### src/logic/cpu_pkg.sv
// cpu package with widths, instruction encodings, FSM states and the decoded instruction
package cpu_pkg;

    localparam int word_width = 16;
    localparam int reg_count = 8;

    typedef logic [$clog2(reg_count)-1:0] reg_idx_t;
    typedef logic [word_width-1:0] word_t;

    typedef enum logic [2:0] {
        op_ldr  = 3'b011,
        op_str  = 3'b100,
        op_alu  = 3'b101,
        op_move = 3'b110,
        op_halt = 3'b111
    } opcode_e;

    typedef enum logic [1:0] {
        alu_add   = 2'b00,
        alu_sub   = 2'b01,
        alu_and   = 2'b10,
        alu_not_b = 2'b11
    } alu_op_e;

    typedef enum logic [1:0] {
        sh_none        = 2'b00,
        sh_left        = 2'b01,
        sh_right_logic = 2'b10,
        sh_right_arith = 2'b11
    } shift_e;

    typedef enum logic [1:0] {
        mem_none  = 2'b00,
        mem_read  = 2'b01,
        mem_write = 2'b10
    } mem_cmd_e;

    typedef enum logic [1:0] {sel_rn, sel_rd, sel_rm} reg_sel_e;
    typedef enum logic [1:0] {wb_alu, wb_imm8, wb_mdata} wb_sel_e;

    typedef enum logic [4:0] {
        st_reset, st_fetch_addr, st_fetch_load, st_update_pc,
        st_write_imm, st_get_a, st_get_b, st_alu, st_write_rd,
        st_addr_calc, st_load_addr, st_load_wait, st_write_mdata,
        st_get_rd, st_store, st_store_hold, st_halt
    } cpu_state_e;

    typedef struct packed {
        opcode_e opcode;
        logic [1:0] op;
        alu_op_e alu_op;
        shift_e shift;
        reg_idx_t rn;
        reg_idx_t rd;
        reg_idx_t rm;
        word_t sximm5;
        word_t sximm8;
    } decoded_t;

endpackage

### src/logic/ctrl_if.sv
// control strobes and selects from the sequencer to the datapath
`timescale 1ns/1ns
interface ctrl_if;
    import cpu_pkg::*;

    logic load_a;
    logic load_b;
    logic load_c;
    logic reg_write;
    reg_sel_e reg_sel;      // register file index source
    wb_sel_e wb_sel;        // write-back source
    logic a_zero;
    logic b_imm5;
    logic load_pc;
    logic pc_clear;
    logic load_addr;
    logic addr_from_pc;     // memory address mux

    modport sequencer (
        output load_a, load_b, load_c, reg_write, reg_sel, wb_sel,
        output a_zero, b_imm5, load_pc, pc_clear, load_addr, addr_from_pc
    );

    modport datapath (
        input load_a, load_b, load_c, reg_write, reg_sel, wb_sel,
        input a_zero, b_imm5, load_pc, pc_clear, load_addr, addr_from_pc
    );
endinterface

### src/logic/instruction_decoder.sv
// instruction decoder holding the instruction register and splitting it into fields
`timescale 1ns/1ns
module instruction_decoder (
    input  logic clk,
    input  logic reset,
    input  logic load_ir,
    input  cpu_pkg::word_t read_data,
    output cpu_pkg::decoded_t dec
);
    import cpu_pkg::*;

    word_t ir;
    opcode_e opcode;
    logic is_mem;

    always_ff @(posedge clk) begin
        if (reset) begin
            ir <= '0;
        end else if (load_ir) begin
            ir <= read_data;
        end
    end

    assign opcode = opcode_e'(ir[15:13]);
    assign is_mem = (opcode == op_ldr) || (opcode == op_str);

    always_comb begin
        dec.opcode = opcode;
        dec.op = ir[12:11];
        dec.rn = ir[10:8];
        dec.rd = ir[7:5];
        dec.rm = ir[2:0];

        // address add for loads and stores
        if (is_mem) begin
            dec.alu_op = alu_add;
        end else begin
            dec.alu_op = alu_op_e'(ir[12:11]);
        end

        // store data passes through unshifted
        if (opcode == op_str) begin
            dec.shift = sh_none;
        end else begin
            dec.shift = shift_e'(ir[4:3]);
        end

        dec.sximm5 = {{(word_width - 5){ir[4]}}, ir[4:0]};
        dec.sximm8 = {{(word_width - 8){ir[7]}}, ir[7:0]};
    end
endmodule

### src/logic/control_sequencer.sv
// control sequencer stepping each instruction through fetch, execute and memory states
`timescale 1ns/1ns
module control_sequencer (
    input  logic clk,
    input  logic reset,
    input  cpu_pkg::decoded_t dec,
    ctrl_if.sequencer ctrl,
    output logic load_ir,
    output cpu_pkg::mem_cmd_e mem_cmd,
    output logic halted
);
    import cpu_pkg::*;

    cpu_state_e state;
    cpu_state_e state_next;

    always_ff @(posedge clk) begin
        if (reset) begin
            state <= st_reset;
        end else begin
            state <= state_next;
        end
    end

    always_comb begin
        state_next = state;
        case (state)
            st_reset:      state_next = st_fetch_addr;
            st_fetch_addr: state_next = st_fetch_load;
            st_fetch_load: state_next = st_update_pc;
            st_update_pc: begin
                case (dec.opcode)
                    op_move: state_next = (dec.op == 2'b10) ? st_write_imm : st_get_b;
                    op_alu:  state_next = (dec.op == 2'b01) ? st_fetch_addr : st_get_a;
                    op_ldr:  state_next = st_get_a;
                    op_str:  state_next = st_get_a;
                    op_halt: state_next = st_halt;
                    default: state_next = st_fetch_addr;  // unsupported, skip
                endcase
            end
            st_write_imm:  state_next = st_fetch_addr;
            st_get_a: begin
                if (dec.opcode == op_ldr || dec.opcode == op_str) begin
                    state_next = st_addr_calc;
                end else begin
                    state_next = st_get_b;
                end
            end
            st_get_b:       state_next = st_alu;
            st_alu:         state_next = st_write_rd;
            st_write_rd:    state_next = st_fetch_addr;
            st_addr_calc:   state_next = st_load_addr;
            st_load_addr:   state_next = (dec.opcode == op_str) ? st_get_rd : st_load_wait;
            st_load_wait:   state_next = st_write_mdata;
            st_write_mdata: state_next = st_fetch_addr;
            st_get_rd:      state_next = st_store;
            st_store:       state_next = st_store_hold;
            st_store_hold:  state_next = st_fetch_addr;
            st_halt:        state_next = st_halt;
            default:        state_next = st_reset;
        endcase
    end

    always_comb begin
        ctrl.load_a = 1'b0;
        ctrl.load_b = 1'b0;
        ctrl.load_c = 1'b0;
        ctrl.reg_write = 1'b0;
        ctrl.reg_sel = sel_rn;
        ctrl.wb_sel = wb_alu;
        ctrl.a_zero = 1'b0;
        ctrl.b_imm5 = 1'b0;
        ctrl.load_pc = 1'b0;
        ctrl.pc_clear = 1'b0;
        ctrl.load_addr = 1'b0;
        ctrl.addr_from_pc = 1'b0;
        load_ir = 1'b0;
        mem_cmd = mem_none;
        halted = 1'b0;

        case (state)
            st_reset: begin
                ctrl.load_pc = 1'b1;
                ctrl.pc_clear = 1'b1;
            end
            st_fetch_addr: begin
                mem_cmd = mem_read;
                ctrl.addr_from_pc = 1'b1;
            end
            st_fetch_load: begin
                mem_cmd = mem_read;
                ctrl.addr_from_pc = 1'b1;
                load_ir = 1'b1;
            end
            st_update_pc:  ctrl.load_pc = 1'b1;
            st_write_imm: begin
                ctrl.wb_sel = wb_imm8;
                ctrl.reg_write = 1'b1;    // rn gets sximm8
            end
            st_get_a:      ctrl.load_a = 1'b1;
            st_get_b: begin
                ctrl.reg_sel = sel_rm;
                ctrl.load_b = 1'b1;
            end
            st_alu: begin
                ctrl.load_c = 1'b1;
                ctrl.a_zero = (dec.opcode == op_move);  // mov reg is 0 + shifted b
            end
            st_write_rd: begin
                ctrl.reg_sel = sel_rd;
                ctrl.reg_write = 1'b1;
            end
            st_addr_calc: begin
                ctrl.b_imm5 = 1'b1;
                ctrl.load_c = 1'b1;
            end
            st_load_addr:  ctrl.load_addr = 1'b1;
            st_load_wait:  mem_cmd = mem_read;  // address settles
            st_write_mdata: begin
                mem_cmd = mem_read;
                ctrl.reg_sel = sel_rd;
                ctrl.wb_sel = wb_mdata;
                ctrl.reg_write = 1'b1;
            end
            st_get_rd: begin
                ctrl.reg_sel = sel_rd;
                ctrl.load_b = 1'b1;
            end
            st_store: begin
                ctrl.a_zero = 1'b1;
                ctrl.load_c = 1'b1;       // c becomes store data
            end
            st_store_hold: mem_cmd = mem_write;
            st_halt:       halted = 1'b1;
            default:       ;
        endcase
    end
endmodule

### src/logic/datapath.sv
// datapath with register file, operand registers, shifter, ALU, program counter and address
`timescale 1ns/1ns
module datapath #(
    parameter int addr_width = 9
) (
    input  logic clk,
    input  logic reset,
    input  cpu_pkg::decoded_t dec,
    ctrl_if.datapath ctrl,
    input  cpu_pkg::word_t read_data,
    output logic [addr_width-1:0] mem_addr,
    output cpu_pkg::word_t write_data
);
    import cpu_pkg::*;

    word_t regs [reg_count];
    reg_idx_t reg_idx;
    word_t wb_data;
    word_t a_reg;
    word_t b_reg;
    word_t c_reg;
    word_t b_shifted;
    word_t alu_a;
    word_t alu_b;
    word_t alu_out;
    logic [addr_width-1:0] pc;
    logic [addr_width-1:0] data_addr;

    always_comb begin
        case (ctrl.reg_sel)
            sel_rd:  reg_idx = dec.rd;
            sel_rm:  reg_idx = dec.rm;
            default: reg_idx = dec.rn;
        endcase

        case (ctrl.wb_sel)
            wb_imm8:  wb_data = dec.sximm8;
            wb_mdata: wb_data = read_data;
            default:  wb_data = c_reg;
        endcase
    end

    always_ff @(posedge clk) begin
        if (ctrl.reg_write) begin
            regs[reg_idx] <= wb_data;   // write index follows read index
        end
    end

    always_ff @(posedge clk) begin
        if (ctrl.load_a) begin
            a_reg <= regs[reg_idx];
        end
        if (ctrl.load_b) begin
            b_reg <= regs[reg_idx];
        end
        if (ctrl.load_c) begin
            c_reg <= alu_out;
        end
    end

    always_comb begin
        case (dec.shift)
            sh_left:        b_shifted = {b_reg[word_width-2:0], 1'b0};
            sh_right_logic: b_shifted = {1'b0, b_reg[word_width-1:1]};
            sh_right_arith: b_shifted = {b_reg[word_width-1], b_reg[word_width-1:1]};
            default:        b_shifted = b_reg;
        endcase

        alu_a = ctrl.a_zero ? '0 : a_reg;
        alu_b = ctrl.b_imm5 ? dec.sximm5 : b_shifted;

        case (dec.alu_op)
            alu_sub: alu_out = alu_a - alu_b;
            alu_and: alu_out = alu_a & alu_b;
            alu_not_b: alu_out = ~alu_b;
            default: alu_out = alu_a + alu_b;
        endcase
    end

    always_ff @(posedge clk) begin
        if (reset) begin
            pc <= '0;
            data_addr <= '0;
        end else begin
            if (ctrl.load_pc) begin
                pc <= ctrl.pc_clear ? '0 : pc + 1'b1;
            end
            if (ctrl.load_addr) begin
                data_addr <= c_reg[addr_width-1:0];  // low bits of the sum
            end
        end
    end

    assign mem_addr = ctrl.addr_from_pc ? pc : data_addr;
    assign write_data = c_reg;
endmodule

### src/logic/cpu_top.sv
// multicycle 16-bit load/store cpu top level
`timescale 1ns/1ns
module cpu_top #(
    parameter int addr_width = 9
) (
    input  logic clk,
    input  logic reset,
    input  cpu_pkg::word_t read_data,
    output cpu_pkg::mem_cmd_e mem_cmd,
    output logic [addr_width-1:0] mem_addr,
    output cpu_pkg::word_t write_data,
    output logic halted
);
    import cpu_pkg::*;

    decoded_t dec;
    logic load_ir;

    ctrl_if ctrl_bus ();

    instruction_decoder u_decoder (
        .clk       (clk),
        .reset     (reset),
        .load_ir   (load_ir),
        .read_data (read_data),
        .dec       (dec)
    );

    control_sequencer u_sequencer (
        .clk     (clk),
        .reset   (reset),
        .dec     (dec),
        .ctrl    (ctrl_bus.sequencer),
        .load_ir (load_ir),
        .mem_cmd (mem_cmd),
        .halted  (halted)
    );

    datapath #(
        .addr_width (addr_width)
    ) u_datapath (
        .clk        (clk),
        .reset      (reset),
        .dec        (dec),
        .ctrl       (ctrl_bus.datapath),
        .read_data  (read_data),
        .mem_addr   (mem_addr),
        .write_data (write_data)
    );
endmodule

### config.mk
export PLATFORM = sky130hd
export DESIGN_NAME = cpu_top
export DESIGN_NICKNAME = d
export VERILOG_FILES = /design/src/logic/cpu_pkg.sv /design/src/logic/ctrl_if.sv /design/src/logic/instruction_decoder.sv /design/src/logic/control_sequencer.sv /design/src/logic/datapath.sv /design/src/logic/cpu_top.sv
export SDC_FILE = /design/constraint.sdc
export NUM_CORES = 1
export LEC_CHECK = 0
export BUFFER_PORTS_ARGS = -buffer_cell sky130_fd_sc_hd__buf_2
export CAP_MARGIN = 40
export CELL_PAD_IN_SITES_DETAIL_PLACEMENT = 1
export CELL_PAD_IN_SITES_GLOBAL_PLACEMENT = 1
export CORE_MARGIN = 2
export CORE_UTILIZATION = 50
export DETAILED_ROUTE_END_ITERATION = 7
export PLACE_DENSITY_LB_ADDON = 0.1
export SLEW_MARGIN = 5
export SYNTH_ARGS = -nofsm -noshare
export SYNTH_HDL_FRONTEND = slang
export SYNTH_SLANG_ARGS = --single-unit
### constraint.sdc
create_clock -name clk -period 6.53 [get_ports clk]
set_input_delay 0.653 -clock clk [delete_from_list [all_inputs] [get_ports clk]]
set_output_delay 0.653 -clock clk [all_outputs]
set_load 0.02 [all_outputs]
==> metrics <==
outcome=completed; Net Sw Frac=between 20% and 30%; initial core utilization=50.7%; clock sinks=between 200 and 250; Hold Crit Class=in -> reg; register area share after synthesis=between 50% and 60%; fmax=around 0.17 GHz; Via density=approximately 6.2; residual DRC count=0; GRT Total Usage=between 20 and 30%; Die ar.=22500 um2; CTS tree=done; Pint=2.40 mW; Syn Area/Cell=~11 um2; Syn Nets=1038; CP cell instances=nor2b_1, nand2_1, o21a_1, a2111oi_0, or4b_1, nor2_1, a21oi_1, xnor2_1, ha_1, or2_2, o31ai_1, a31oi_1, a311o_1, nand2_1, o22ai_1, or3b_1; fin area=roughly 12000 um2; vias in the first global route=~8300; Slew @ Worst Pin=roughly 1.0 ns; # port buffers=45; DRT Pass-1 Iters=5; arrival time worst endpoint=6.01 ns; max reg flops=approximately 130; Die W=between 100 and 150 um; Comb pwr share=9.2%; Cell Rows=53; area of the multi-input gates=between 4000 and 5000 um2; Max Clock Skew=~0.02 ns; Largest Register=u_datapath.regs; most used cell, CP=nand2_1; startpoint types=flop; DIE HEIGHT=~150 um; Critical Path Fanout Max=20; final worst slack=between 0.8 and 0.9 ns; maximum VDD drop=roughly 0.20 mV; dpl ws=0.837 ns; CTS Buffer Depth=3; fin nets=approximately 1100; number of antenna violations at the first check in global routing=0; Netlist cell types=69; RSZ-0062 raised after global routing=no; biggest cell delay along the critical path=approximately 0.70 ns; max-slew violations=0; wire length per cell=about 24 um; postcts setup bufs=0; Area after DPL=roughly 11000 um2; Worst EP required=6.81 ns; Seq cells post-synth=~220; mapped cell area=roughly 11000 um2; vias=between 8000 and 9000; ANT nets after route=0; flip-flop and latch area=between 6000 and 7000 um2; Yosys Warn Count=0; Layout area overhead=13.1%; Fill cells=2234; Net Switching=0.768 mW; total negative slack=0 ns; Relative slew margins=between 30% and 40%; post_cts resized=0; Detailed Route Iter0 Violations=695; Final setup viols=0; Post-synth EDFFs=about 180; CP max stage cell=dfxtp_1; first-pass GRT wire length=roughly 48000 um; GRT overflow=0; worst skew pair latency=0.54 ns; total power per unit cell area=between 200 and 300 nW/um2; Pleak=roughly 4.3 nW; Antenna Cells=0; layout cells sized above 1=a little over an eighth; clock power share=between 40% and 50%; I/O pin total=46; WHS=around 0.36 ns; Tcrit/Tclk final=87.7%; final hold vios=0; Async S/R FF share, synth=0%; top_reg_cell synth=edfxtp_1; Flop pwr share=around 47%; WS Path Type=reg -> reg; CTS hold repair buffers=0; Core Footprint=roughly 21000 um2; crit end category=flop; gpl congestion=roughly 0.90; largest net degree at the start of global routing=35; final wirelength=31500 um; CTS buffer count=24; root buffer cell=clkbuf_16; synthesized instance count=998; min cycle time layout=around 5.7 ns; Finished Core Util=between 50 and 60%; htree depth=1; Clock transition at path regs=0.07 ns; half-perimeter wire length after placement=approximately 22000 um; Max Cap Viol=0
==> metrics by stage <==
| step | power (mW) | cells |
|---|---|---|
| CTS | 3.18 | 1329 |
| global placement | 1.81 | 1274 |
| detailed placement | 1.82 | 1285 |
| global route | 3.26 | 1329 |
| finish | 3.16 | 1329 |
| floorplan | 1.73 | 998 |
==> critical path, delay by kind of cell (launching register included) <==
family	cells	cell delay (ns)
AND/OR/NAND/NOR	7	2.73
AO/OA/AOI/OAI	7	1.58
flip-flops	1	0.70
adder cells (fa/ha/maj)	1	0.33
XOR/XNOR	1	0.14
==> layer usage <==
| metal | track usage [%] | vias to the layer above | share of wire (%) |
|---|---|---|---|
| met3 | 3.26 | 57 | 4.7 |
| met2 | 49.1 | 249 | 50 |
| met4 | 10.1 | 0 | 3.3 |
| met1 | 37.0 | 4140 | 42 |
| met5 | 0 | - | 0 |
| li1 | - | 3807 | - |
==> final cells by class <==
cell class	count	area share, %
clock inverter	16	1.54
clock buffer	28	5.12
sequential	215	50.4
timing repair buffer	76	3.88
inverter	27	0.843
multi-input combinational	692	35.3
tap	275	2.86
==> logic make-up (layout without fill, tap and decap cells) <==
family | after synthesis | in the layout | share of synthesized area (%)
AO/OA/AOI/OAI | 290 | 290 | 17.5
XOR/XNOR | 25 | 25 | 2.06
adder cells (fa/ha/maj) | 22 | 22 | 2.66
buffers and inverters | 91 | 147 | 3.46
flip-flops | 215 | 215 | 57.0
multiplexers | 21 | 21 | 2.31
AND/OR/NAND/NOR | 334 | 334 | 14.9
==> cells in the final DEF (no fill, tap or decap), types with 16 or more instances in the layout <==
master	n
edfxtp_1	176
nand2_1	130
a21oi_1	102
nor2_1	67
a22oi_1	56
buf_2	49
o21ai_0	43
dfxtp_1	39
inv_1	27
clkbuf_16	24
buf_4	23
ha_1	21
and2_1	19
nor3_1	18
nand4_1	17
nand3_1	16
==> worst paths after layout <==
kind	start	cells past startpoint	slack [ns]	end
max	u_sequencer.state[0]	16	0.80	u_datapath.write_data[15]
min	read_data[5]	3	0.36	u_decoder.ir[5]
max reg2reg	u_sequencer.state[0]	16	0.80	u_datapath.write_data[15]
min reg2reg	u_datapath.data_addr[6]	2	0.45	u_datapath.data_addr[6]
==> power groups by stage <==
stage	combinational [mW]	clock, mW	sequential (mW)
2_1_floorplan	0.214	0	1.52
3_3_place_gp	0.279	0	1.53
3_5_place_dp	0.288	0	1.53
4_1_cts	0.291	1.39	1.50
5_1_grt	0.322	1.43	1.50
6_report	0.292	1.37	1.50
==> synth_stat cells (7+ instances only) <==
cell type    n  area share, %
a211oi_1     7           0.49
a21o_1      10           0.71
a21oi_1    103            4.8
a22oi_1     56            4.0
a31oi_1      7           0.41
and2_1      19            1.1
and3_1      11           0.65
clkbuf_1    52            1.8
dfxtp_1     39            7.3
edfxtp_1   176             50
ha_1        21            2.5
inv_1       27           0.95
mux2_2       8           0.85
mux2i_1     11            1.0
nand2_1    130            4.6
nand2b_1    13           0.76
nand3_1     16           0.75
nand4_1     17            1.0
nor2_1      67            2.4
nor3_1      24            1.1
o21ai_0     44            2.1
o22ai_1      8           0.47
or3_1        8           0.47
xnor2_1     10           0.82
xor2_1      15            1.2
No activity file was read; power rests on OpenSTA's default activity.
